File: src/hw/audio_pkg.sv
// sizes, register windows, control layout, opcodes and instruction fields of the audio engine
package audio_pkg;

    localparam int channels    = 8;
    localparam int frames      = 64;
    localparam int code_words  = 256;
    localparam int chan_w      = 3;
    localparam int frame_w     = 6;
    localparam int code_w      = 8;
    localparam int audio_w     = chan_w + frame_w;
    localparam int sample_w    = 16;
    localparam int acc_w       = 40;
    localparam int i2s_divider = 6;
    localparam int div_w       = $clog2(i2s_divider);

    // host_mode in bit 0, host frame above it
    localparam int control_w = frame_w + 1;

    typedef logic [31:0] addr_t;

    // each window is 256 bytes, picked by address bits 15..8
    localparam addr_t base_addr   = 32'h0000_6000;
    localparam addr_t addr_coef   = base_addr + 32'h0000;
    localparam addr_t addr_result = base_addr + 32'h0100;
    localparam addr_t addr_status = base_addr + 32'h0200;
    localparam addr_t addr_reset  = base_addr + 32'h0300;
    localparam addr_t addr_input  = base_addr + 32'h0400;

    typedef enum logic [3:0] {
        op_nop  = 4'h0,
        op_clr  = 4'h1,
        op_mac  = 4'h2,
        op_save = 4'h3,
        op_halt = 4'h4
    } op_e;

    typedef struct packed {
        logic [3:0]          opcode;
        logic [chan_w-1:0]   channel;
        logic [frame_w-1:0]  offset;
        logic [1:0]          rsvd;
        logic                slot;
        logic [sample_w-1:0] coef;
    } instr_t;

endpackage

File: src/hw/i2s_link_if.sv
// I2S bit timing bundle with source, transmit and receive views
`timescale 1ns/1ns

interface i2s_link_if;

    logic       en;
    logic       sck;
    logic       ws;
    logic [5:0] posn;

    modport source (output en, output sck, output ws, output posn);

    modport tx (input en, input posn);

    modport rx (input en, input posn);

endinterface

File: src/hw/i2s_clock.sv
// I2S bit enable, sck, ws and frame position derived from ck
`timescale 1ns/1ns

module i2s_clock (
    input  logic       ck,
    input  logic       rst_n,
    i2s_link_if.source link
);
    import audio_pkg::*;

    logic [div_w-1:0] div;
    logic [5:0]       posn;

    always_ff @(posedge ck or negedge rst_n) begin
        if (!rst_n) begin
            div  <= '0;
            posn <= '0;
        end else if (link.en) begin
            div  <= '0;
            posn <= posn + 6'd1;
        end else begin
            div <= div + 1'b1;
        end
    end

    // one pulse at the end of each bit period
    assign link.en   = (div == div_w'(i2s_divider - 1));
    // sck high over the first half of the bit
    assign link.sck  = (div < div_w'(i2s_divider / 2));
    assign link.ws   = posn[5];
    assign link.posn = posn;

    en_single_pulse: assert property (
        @(posedge ck) disable iff (!rst_n)
        link.en |=> !link.en
    );

endmodule

File: src/flat_wrapper.sv
// flat-port wrapper written by rule: the top's interface ports become plain ports
module i2s_clock_flat import audio_pkg::*;
  (ck, rst_n, link_en, link_sck, link_ws, link_posn);
  i2s_link_if link_i ();
  input  logic ck;
  input  logic rst_n;
  output wire logic [$bits(link_i.en)-1:0] link_en;
  output wire logic [$bits(link_i.sck)-1:0] link_sck;
  output wire logic [$bits(link_i.ws)-1:0] link_ws;
  output wire logic [$bits(link_i.posn)-1:0] link_posn;
  assign link_en = link_i.en;
  assign link_sck = link_i.sck;
  assign link_ws = link_i.ws;
  assign link_posn = link_i.posn;
  i2s_clock u_core (.ck(ck), .rst_n(rst_n), .link(link_i));
endmodule
File: config.mk
export PLATFORM = sky130hd
export DESIGN_NAME = i2s_clock_flat
export DESIGN_NICKNAME = d
export VERILOG_FILES = /design/src/hw/audio_pkg.sv /design/src/hw/i2s_link_if.sv /design/src/hw/i2s_clock.sv /design/src/flat_wrapper.sv
export SDC_FILE = /design/constraint.sdc
export NUM_CORES = 1
export LEC_CHECK = 0
export BUFFER_PORTS_ARGS = -buffer_cell sky130_fd_sc_hd__clkbuf_2
export CAP_MARGIN = 20
export CELL_PAD_IN_SITES_DETAIL_PLACEMENT = 1
export CELL_PAD_IN_SITES_GLOBAL_PLACEMENT = 2
export CORE_MARGIN = 10
export CORE_UTILIZATION = 26
export CTS_CLUSTER_DIAMETER = 40
export DETAILED_ROUTE_END_ITERATION = 12
export PLACE_DENSITY_LB_ADDON = 0.1
export SYNTH_ARGS = -nofsm -noshare
export SYNTH_HDL_FRONTEND = slang
export SYNTH_SLANG_ARGS = --single-unit
export TNS_END_PERCENT = 10
File: constraint.sdc
create_clock -name ck -period 1.1 [get_ports ck]
set_input_delay 0.055 -clock ck [delete_from_list [all_inputs] [get_ports ck]]
set_output_delay 0.055 -clock ck [all_outputs]
set_load 0.05 [all_outputs]
======== Word-level counts from Yosys, hierarchy flattened ========
Cells that the tools add are included.
storage, ports and cells
  register bits ........................... 9
  latch bits .............................. 0
  bits in writable memories ............... 0
  bits in read-only memories .............. 0
  output and inout port bits .............. 9
  logic and storage cells ................. 7
  memories ................................ 0
operators by class
  add/sub/neg operators ................... 2
  multiply operators ...................... 0
  div/mod/pow operators ................... 0
  order comparisons ....................... 1
  equal/unequal tests ..................... 1
  shift operators ......................... 0
  multiplexer cells ....................... 1
  bitwise operators ....................... 0
  reduce and logical (&&, ||, !) cells .... 0
operator list
  kind                                                         count
  adder 6 x 1 -> 6 bit (second input constant)                 1
  adder 3 x 1 -> 3 bit (second input constant)                 1
  == test 3 bit (second input constant)                        1
  less-than comparator 3 x 2 -> 1 bit (second input constant)  1
  two-way mux 3 bit                                            1

======== Longest topological paths before layout ========
Gate-level depths: netlist of the first run.
  depth in word-level cells ............... 2
  depth in mapped cells ................... 4

======== Worst setup path before layout of the first run ========
No wires, ideal clock.
  path type ............................... register to register
  start point ............................. register u_core.posn[0] (netlist: u_core.link.posn[0])
  end point ............................... register u_core.posn[1] (netlist: u_core.link.posn[1])
  library setup time ...................... 0.125 ns
  data arrival time ....................... 1.222 ns
  required time ........................... 0.975 ns
  setup slack ............................. -0.247 ns
  cell stages (with the launch flop) ...... 3
  buffers on the path ..................... 0
  cell sequence ........................... dfrtp_1 -> ha_1 -> mux2_4
on the way
  cells in the longest elaborated chain, start to end .. 1
RTL lines
  item                      RTL line         source
  start: declaration        i2s_clock.sv:12  logic [5:0] posn;
  start signal: assignment  i2s_clock.sv:20  posn <= posn + 6'd1;
  adder 6 x 1 -> 6 bit      i2s_clock.sv:20
No other way between the ends.
A chain may end at the register's enable or synchronous reset.

======== Final worst setup path of the first run ========
  start point ............................. register u_core.div[1]
  end point ............................... register u_core.posn[1] (netlist: u_core.link.posn[1])
on the way
  cells in the longest elaborated chain, start to end .. 1
RTL lines
  item                      RTL line         source
  start: declaration        i2s_clock.sv:11  logic [div_w-1:0] div;
  start signal: assignment  i2s_clock.sv:22  div <= div + 1'b1;
  == test 3 bit             i2s_clock.sv:27  assign link.en = (div == div_w'(i2s_divider - 1));
No other way between the ends.

==> results of run 1 <==
## placed cells by master (no fill, tap or decap), drive strengths merged, types with 2 or more instances in the layout
master   n
clkbuf   8
buf     14
mux2     2
dfrtp    9
nand4    3
xnor2    4
inv      2
## how the worst max path moves through the flow
stage / from / end / slack [ps] / depth (start not counted)
2_1_floorplan: u_core.div[1]$_DFF_PN0_ / u_core.link.posn[1]$_DFFE_PN0N_ / -130 / 3
3_3_place_gp: u_core.div[1]$_DFF_PN0_ / u_core.link.posn[5]$_DFFE_PN0N_ / -50 / 3
3_5_place_dp: u_core.div[1]$_DFF_PN0_ / u_core.link.posn[1]$_DFFE_PN0N_ / -100 / 2
4_1_cts: u_core.div[2]$_DFF_PN0_ / link_en / -110 / 3
5_1_grt: u_core.div[1]$_DFF_PN0_ / u_core.link.posn[5]$_DFFE_PN0N_ / -140 / 4
6_report: u_core.div[1]$_DFF_PN0_ / u_core.link.posn[1]$_DFFE_PN0N_ / -90 / 3
## power by group through the flow
stage / combinational (mW) / clock (mW) / sequential [mW]
CTS: 0.0112 / 0.266 / 0.331
finish: 0.0105 / 0.257 / 0.331
floorplan: 0.0000000795 / 0 / 0.337
global route: 0.0122 / 0.289 / 0.330
global placement: 0.00774 / 0 / 0.337
detailed placement: 0.00836 / 0 / 0.337
## state kept, by name, indices dropped and copies added (netlist names)
name / count
u_core.div: 3
u_core.link.posn: 6
## per-layer routing
layer	vias to the layer above	part of all wire, %	GRT usage, %
met5	-	0	0
li1	145	-	-
met1	141	44	6.11
met3	0	12	5.15
met2	10	44	9.16
met4	0	0	1.97
## timing repair
item                       CTS  global route
pin swaps                    1             1
hold buffers                 1             0
buffers inserted             1             0
hold endpoints to repair     9             0
resized for setup            6             6
setup endpoints to repair   10            12
## per-stage QoR
stage | setup slack [ps] | hold WS (ps) | utilization [%] | area (um2)
6_report | -94.3 | 180 | 43.5 | 587
5_1_grt | -142 | 197 | 43.5 | 587
4_1_cts | -109 | 186 | 42.8 | 578
3_5_place_dp | -104 | -71.2 | 38.2 | 515
3_3_place_gp | -45.9 | -80.3 | 38.2 | 515
2_1_floorplan | -130 | -241 | - | 398
## worst reg2reg max path, stage by stage (launching register included)
cell     delay [ps]
dfrtp_1         370
and3b_2         260
buf_4           150
mux2_4          300
## cells by family (layout without fill, tap and decap cells)
family                   after synthesis  in the layout  share of synthesized area, %
AND/OR/NAND/NOR                        8              8                          11.9
multiplexers                           2              2                          6.73
flip-flops                             9              9                          57.7
XOR/XNOR                               5              5                          11.2
adder cells (fa/ha/maj)                1              1                          3.20
AO/OA/AOI/OAI                          2              2                          2.56
buffers and inverters                  4             25                          6.73
## final cells by class
cell class	count	area [um2]
Clock buffer	4	26.3
Fill cell	157	763
Inverter	2	7.51
Multi-Input combinational cell	18	151
Sequential cell	9	229
Tap cell	15	18.8
Timing Repair Buffer	19	154
==> results.md, run 1 <==
* Status: finished, violations left
* Failing checks: setup timing
* Final setup margin at -94.3 ps
* Initial antenna violation count at 0
* Cell-internal power at between 0.4 and 0.5 mW
* Synth cell types at 17
* Syn Inst Count at 31
* CTS buffer count at 3
* Total gr overflow at 0
* Arrival @ worst endpoint at roughly 1300 ps
* CTS clk-pin slew, worst paths at 60 ps
* CP Class: flip-flop to flip-flop
* Clock Skews at 8.60 ps
* Synthesized net count at 34
* Crit path cell chain: and3b_2 -> buf_4 -> mux2_4
* Critical Path Sink Type: flip-flop
* Reg-to-Reg End: u_core.link.posn[1]$_DFFE_PN0N_
* Critical Path RT at 1240 ps
* Most common cell in the netlist: dfrtp_1
* Buffers & Inverters on Critical Path at 1
* CP max FO at 6
* RSZ-0062 raised after global routing: true
* Placed Instances at 61
* CTS tree: yes
* Period minus WS final at between 1000 and 1500 ps
* R2R cell count at 3
* R2R Path Start: u_core.div[1]$_DFF_PN0_
* DIE AREA at ~3500 um2
* Largest buffer count on any clock path at 2
* Flop2flop setup slack at -90 ps
* Top post-synthesis cells by count: dfrtp_1, xnor2_1, nand4_1, inv_1
* Synth Cell Area at 390 um2
* Clock Latency Late Sink at 260 ps
* Area grow syn2layout at 50.3%
* Top cell family by delay on the critical path: flip-flops
* Routed WL at around 900 um
* Yosys top cell area share at 57.7%
* H-tree Lvls at 1
* Reg power frac at a little under three fifths
* Tot Pwr at 0.598 mW
* DR iter-0 viols at 4
* Slowest stage delay, CP at 370 ps
* Final Slew Violations at 0
* Clock share of power at 42.9%
* First-pass GRT wire length at 1.60 mm
* Root buffer cell: clkbuf_4
* DR pass1 iterations at 2
* Fin crit share at 109%
* EDFF count, synth at 0
* Setup TNS at -408 ps
* Max Cap Viol at 0
* # diodes at 0
* Share of layout cells above drive strength 1 at 53.8%
* Register bit total from synthesis at 9
* Startpoint Class: flip-flop
* HP Class: input port to async pin
* PwrDens at a little over 1000 nW/um2
* Combinational Power Share at 1.8%
* Largest net degree at the start of global routing at 10
* DR vias/cell at 4.42
* Synth Flop Type: dfrtp_1
* Synth top area cells: dfrtp_1, xnor2_1, nand4_1
* Detailed Place HPWL at 693 um
* Clk sinks at 9
* GRT Util Overall at 6.08%
* Final #Nets at 56
* Die height at ~59 um
* Slew HR at 81.2%
* Setup-failing EPs final at 7
* Number of global-route vias before repair at 339
* Vias at 296
* Worst slew pin tran at around 280 ps
* Non-Filler Instances at 67
* Peak supply drop at 739 uV
* Post-DR wirelength/cell at 13.4 um
* Leakage power at 0.296 nW
* Die X at 58.8 um
* Yosys warns at 0
* DRC viols at 0
* Sw Share at 20.7%
* Core Region at around 1400 um2
* Number of core rows at 13
* Starting Density at about 29%
* RePlAce Congestion at ~0.69
* Slowest CP cell: dfrtp_1
* Syn Area/Cell at 12.6 um2
* Final hold viol count at 0
* Seq/Total Area, Yosys at around 58%
* Ys async rst share at between 90% and 100%
* Boundary Pins at 11
* # port buffers at 10
* Dominant cell type by area after synthesis: dfrtp_1
* Switch Pwr at 0.124 mW
* FMAX at ~840 MHz
* Routed Antenna Nets at 0
(Power assumes the default switching activity.)
==> inputs of run 2 (changes only) <==
--- a/config.mk
+++ b/config.mk
@@ -16,2 +16,3 @@
 export PLACE_DENSITY_LB_ADDON = 0.1
+export REMOVE_ABC_BUFFERS = 1
 export SYNTH_ARGS = -nofsm -noshare
==> constraint.sdc (replaced) <==
create_clock -name ck -period 1.1 [get_ports ck]
set_input_delay 0.11 -clock ck [delete_from_list [all_inputs] [get_ports ck]]
set_output_delay 0.11 -clock ck [all_outputs]
set_load 0.05 [all_outputs]
==> run 2 against run 1 <==
The flow still finishes with violations (setup timing). Sequential power is essentially flat. Cell count shrank 1.5%. Clock power is essentially flat. Flip-flop and latch count is the same. Global-route usage grew 0.38 points. Critical path depth is the same. Die area is the same. Count of clock-buffer cells in the layout is the same. Combinational power is essentially flat. Via count grew 4.4%. Clock skew shrank 7.6 ps. Critical endpoint is now link_en.
==> results.md, run 2 (same netlist as run 1, synthesis figures left out) <==
* DRC viols at 0 (unchanged)
* Number of global-route vias before repair at 332 (-2.1%)
* Clk sinks at 9 (unchanged)
* Biggest regs: u_core.link.posn (6), u_core.div (3)
* Core Region at 1350 um2 (unchanged)
* Slowest CP cell: dfrtp_1
* Die X at 58.8 um (unchanged)
* Total gr overflow at 0 (unchanged)
* Area grow syn2layout at 54.2%
* Fin crit share at 113% (+4.6 points)
* DR vias/cell at 4.68 (+6.0%)
* # port buffers at 10 (unchanged)
* Crit path cell chain: and3b_2 -> buf_6 -> buf_12
* WHS at 243 ps (+63.3 ps)
* Fin util at 44.6% (+1.1 points)
* H-tree Lvls at 1 (unchanged)
* Critical Path RT at 990 ps (-250 ps)
* Worst slew pin tran at 241 ps (-41.4 ps)
* Final setup margin at -145 ps (-50.3 ps)
* DR pass1 iterations at 4 (+2)
* Slew HR at 83.9% (+2.7 points)
* DR iter-0 viols at 4 (unchanged)
* Clock Latency Late Sink at 260 ps (about the same)
* RePlAce Congestion at 0.675 (-2.6%)
* Flop2flop setup slack at -80 ps (about the same)
* CTS buffer count at 3 (unchanged)
* Starting Density at 28.9% (unchanged)
* Vias at 309 (+4.4%)
* Post-Place Setup Slack at -71.9 ps (+31.7 ps)
* Clock Skews at 0.957 ps (-7.64 ps)
* Detailed Place HPWL at 683 um (-1.4%)
* Commonest non-fill, non-tap cell in the layout: dfrtp_1
* Routed Antenna Nets at 0 (unchanged)
* CTS tree: yes
* Largest buffer count on any clock path at 2 (unchanged)
* Buffers & Inverters on Critical Path at 2 (+1)
* Root buffer cell: clkbuf_4
* Final hold viol count at 0 (unchanged)
* CP max FO at 2 (-4)
* Reg-to-Reg End: u_core.link.posn[1]$_DFFE_PN0N_
* Leakage power at 0.306 nW (+3.4%)
* Critical Path Sink Type: output pin
* Startpoint Class: flip-flop
* Die height at 58.8 um (unchanged)
* Commonest cells after routing, fill and taps aside: dfrtp_1, buf_4, xnor2_1, clkbuf_4
* First-pass GRT wire length at 1.61 mm (+0.44%)
* Failing checks: setup timing
* Period minus WS final at 1240 ps (+50.3 ps)
* Slowest stage delay, CP at 380 ps (about the same)
* Peak supply drop at 357 uV (-52%)
* R2R Path Start: u_core.div[1]$_DFF_PN0_
* Share of layout cells above drive strength 1 at 47.1% (-6.8 points)
* Status: finished, violations left
* Largest register FFs at 6 (unchanged)
* CP Class: flip-flop to output pin
* Final Slew Violations at 0 (unchanged)
* Final #Nets at 55 (-1.8%)
* # diodes at 0 (unchanged)
* Largest Register: u_core.link.posn
* FMAX at 804 MHz (-4.0%)
* HP Class: input port to async pin
* Post-DR wirelength/cell at 14.6 um (+8.4%)
* CTS clk-pin slew, worst paths at 60 ps (about the same)
* Max Cap Viol at 0 (unchanged)
* Initial antenna violation count at 0 (unchanged)
* R2R cell count at 3 (unchanged)
* Number of core rows at 13 (unchanged)
* Routed WL at 962 um (+6.8%)
* Arrival @ worst endpoint at 1130 ps (-200 ps)
* RSZ-0062 raised after global routing: true
* Boundary Pins at 11 (unchanged)
* Largest net degree at the start of global routing at 10 (unchanged)
* DIE AREA at 3450 um2 (unchanged)
* Top cell family by delay on the critical path: flip-flops
* PwrDens at 995 nW/um2 (-2.4%)
* GRT Util Overall at 6.46% (+0.38 points)
* Setup-failing EPs final at 7 (unchanged)
run 2: cell count changes in the layout (fill, tap and decap cells not counted):
| cell | before | now |
|---|---|---|
| buf_4 | 9 | 7 |
| dfrtp_2 | 3 | 0 |
| clkbuf_2 | 4 | 1 |
| buf_2 | 2 | 3 |
| clkbuf_16 | 0 | 1 |
| buf_6 | 1 | 2 |
| clkbuf_4 | 3 | 4 |
| dfrtp_1 | 6 | 9 |
run 2: routing by layer:
| layer | track usage (%) | up-vias | wire (um) |
|---|---|---|---|
| met2 | 9.01 | 11 | 470 |
| met4 | 4.92 | 0 | 0 |
| met5 | 0 | - | 0 |
| met1 | 6.58 | 153 | 399 |
| li1 | - | 145 | - |
| met3 | 4.51 | 0 | 91 |
run 2: worst register-to-register path: stages, from the launching register on:
cell and delay, ps:
dfrtp_1 370, and3b_2 260, buf_4 150, mux2_4 300
run 2: repair_timing:
action | in CTS | in global routing
hold buffers | 1 | 0
buffers inserted | 1 | 0
resized for setup | 9 | 12
gates cloned | 0 | 0
endpoints found under the hold margin | 9 | 0
pin swaps | 0 | 1
endpoints found under the setup margin | 9 | 15
run 2: cell type report:
type                    instances  area, um2
fillers                       153        748
flip-flops and latches          9        225
repair buffers                 18        173
multi-input cells              18        151
clock buffers                   4       26.3
well taps                      15       18.8
inverters                       2       7.51
run 2: worst max path at each step:
| stage | start | slack, ps | endpoint | cells after the start |
|---|---|---|---|---|
| 2_1_floorplan | u_core.div[1]$_DFF_PN0_ | -440 | u_core.link.posn[5]$_DFFE_PN0N_ | 3 |
| 3_3_place_gp | u_core.div[1]$_DFF_PN0_ | -30 | u_core.link.posn[1]$_DFFE_PN0N_ | 2 |
| 3_5_place_dp | u_core.div[1]$_DFF_PN0_ | -70 | u_core.link.posn[1]$_DFFE_PN0N_ | 2 |
| 4_1_cts | u_core.div[2]$_DFF_PN0_ | -160 | link_en | 3 |
| 5_1_grt | u_core.div[2]$_DFF_PN0_ | -200 | link_en | 3 |
| 6_report | u_core.div[2]$_DFF_PN0_ | -140 | link_en | 3 |
run 2: power by group:
| part | internal, mW | switching [mW] |
|---|---|---|
| logic | 0.00356 | 0.00697 |
| registers | 0.331 | 0 |
| clock network | 0.140 | 0.118 |
run 2: metrics by stage:
step | cell area (um2) | setup TNS [ps] | power (mW) | cells
after CTS | 584 | -558 | 0.613 | 66
after floorplan | 372 | -2490 | 0.337 | 29
after global routing | 602 | -1110 | 0.646 | 66
after detailed placement | 500 | -281 | 0.345 | 60
final | 602 | -605 | 0.599 | 66
after global placement | 500 | -82.2 | 0.345 | 60
==> inputs of run 3 (changes only) <==
Settings changed: CORE_MARGIN 10 to 2.
==> run 3 against run 2 <==
The run still ends with setup timing left. Clock skew is 0.77 ps lower. Global-route usage rose by 3.2 points. Clock power is 2% lower. Core utilization decreased by 1.0 points. First-iteration DRC count decreased by 75%. Combinational power barely moved. Non-clock buffer count did not move. Register-to-register slack is essentially flat. Sequential share of layout area up 0.88 points. Cell count is the same. Worst hold slack better by 11 ps.
==> results.md, run 3 (same netlist as run 1, synthesis figures left out) <==
* Die height at 42.8 um (-27%)
* Root buffer cell: clkbuf_4
* Area post-placement at 500 um2 (unchanged)
* FMAX at 824 MHz (+2.5%)
* Setup TNS at -505 ps (+99.8 ps)
* DIE AREA at 1830 um2 (-47%)
* Number of core rows at 13 (unchanged)
* Routed Antenna Nets at 0 (unchanged)
* Largest Register: u_core.link.posn
* Number of global-route vias before repair at 311 (-6.3%)
* Critical Path Sink Type: output pin
* Arrival @ worst endpoint at 1100 ps (-30 ps)
* CTS tree: yes
* Fin crit share at 110% (-2.8 points)
* Post-DR wirelength/cell at 12.0 um (-18%)
* RePlAce Congestion at 0.660 (-2.2%)
* Clock Latency Late Sink at 250 ps (about the same)
* Largest register FFs at 6 (unchanged)
* CTS clk-pin slew, worst paths at 60 ps (about the same)
* Share of layout cells above drive strength 1 at 47.1% (unchanged)
* # diodes at 0 (unchanged)
* Largest net degree at the start of global routing at 10 (unchanged)
* Post-Place Setup Slack at -66.1 ps (+5.81 ps)
* Core Region at 1350 um2 (unchanged)
* PwrDens at 1010 nW/um2 (+1.3%)
* HP Class: input port to async pin
* Final #Nets at 55 (unchanged)
* CP max FO at 2 (unchanged)
* Peak supply drop at 350 uV (-1.9%)
* DR vias/cell at 4.65 (-0.65%)
* Commonest non-fill, non-tap cell in the layout: dfrtp_1
* Failing checks: setup timing
* Crit path cell chain: and3b_2 -> buf_6 -> buf_12
* DRC viols at 0 (unchanged)
* Routed WL at 792 um (-18%)
* Area grow syn2layout at 50.6%
* Initial antenna violation count at 0 (unchanged)
* Leakage power at 0.298 nW (-2.4%)
* CTS buffer count at 3 (unchanged)
* Clock Skews at 0.184 ps (-0.773 ps)
* Tot Pwr at 0.593 mW (-1.0%)
* Max Cap Viol at 0 (unchanged)
* Boundary Pins at 11 (unchanged)
* Setup-failing EPs final at 7 (unchanged)
* GRT Util Overall at 9.67% (+3.2 points)
* CP Class: flip-flop to output pin
* Largest buffer count on any clock path at 2 (unchanged)
* Critical Path RT at 990 ps (about the same)
* First-pass GRT wire length at 1.31 mm (-18%)
* H-tree Lvls at 1 (unchanged)
* Final setup margin at -114 ps (+30.7 ps)
* Biggest regs: u_core.link.posn (6), u_core.div (3)
* Period minus WS final at 1210 ps (-30.7 ps)
* RSZ-0062 raised after global routing: true
* R2R cell count at 3 (unchanged)
* Final Slew Violations at 0 (unchanged)
* Worst slew pin tran at 274 ps (+33.1 ps)
* Slowest stage delay, CP at 380 ps (about the same)
* Status: finished, violations left
* Slew HR at 81.8% (-2.1 points)
* Fin util at 43.6% (-1.0 points)
* Commonest cells after routing, fill and taps aside: dfrtp_1, buf_4, clkbuf_4, xnor2_1, clkbuf_2
* Vias at 307 (-0.65%)
* Clk sinks at 9 (unchanged)
* Starting Density at 28.9% (unchanged)
* # fillers at 153 (unchanged)
* Final hold viol count at 0 (unchanged)
* Total gr overflow at 0 (unchanged)
* Startpoint Class: flip-flop
* Die X at 42.8 um (-27%)
* DR pass1 iterations at 2 (-2)
* Slowest CP cell: dfrtp_1
* # port buffers at 10 (unchanged)
* Finished Cell Area at 588 um2 (-2.3%)
* DR iter-0 viols at 1 (-3)
[run 3: critical path: cells and delay by family (launching register included)]
kind                   cells  cell delay (ps)
and+or+nand+nor            1              220
buffers and inverters      2              250
DFF                        1              380
[run 3: final cells by class]
class / count / area (um2) / share of cell area [%]
multi-input cells: 18 / 151 / 25.7
flip-flops and latches: 9 / 225 / 38.3
well taps: 15 / 18.8 / 3.19
repair buffers: 18 / 159 / 27.0
inverters: 2 / 7.51 / 1.28
clock buffers: 4 / 26.3 / 4.47
[run 3: worst paths after layout]
kind	start	end	slack, ps
setup / recovery	u_core.div[0]$_DFF_PN0_	link_en	-110
min in group ck	u_core.link.posn[4]$_DFFE_PN0N_	u_core.link.posn[4]$_DFFE_PN0N_	510
max in group asynchronous	rst_n	u_core.link.posn[4]$_DFFE_PN0N_	650
setup reg to reg	u_core.div[1]$_DFF_PN0_	u_core.link.posn[1]$_DFFE_PN0N_	-80
hold / removal	rst_n	u_core.div[2]$_DFF_PN0_	250
hold reg to reg	u_core.link.posn[4]$_DFFE_PN0N_	u_core.link.posn[4]$_DFFE_PN0N_	510
[run 3: metal layers]
layer | vias to the layer above | global-route usage (%) | part of all wire (%)
met5 | - | 0 | 0
met4 | 0 | 1.88 | 0
met3 | 0 | 4.26 | 5.8
met2 | 9 | 17.0 | 52
met1 | 153 | 10.7 | 42
li1 | 145 | - | -
[run 3: what timing repair did]
item	4_1_cts	5_1_grt
setup endpoints to repair	10	12
hold buffers	1	0
hold endpoints to repair	9	0
resized for setup	8	8
buffers inserted	1	0
pin swaps	2	1
[run 3: power breakdown]
| part | internal [mW] | switching [mW] | total, mW |
|---|---|---|---|
| Clock | 0.140 | 0.112 | 0.252 |
| Sequential | 0.331 | 0 | 0.331 |
| Combinational | 0.00357 | 0.00687 | 0.0104 |
[run 3: through the flow]
| stage | hold slack, ps | std cells |
|---|---|---|
| 3_3_place_gp | -22.8 | 60 |
| 5_1_grt | 278 | 66 |
| 2_1_floorplan | -186 | 29 |
| 3_5_place_dp | -18.2 | 60 |
| 4_1_cts | 249 | 66 |
| 6_report | 254 | 66 |
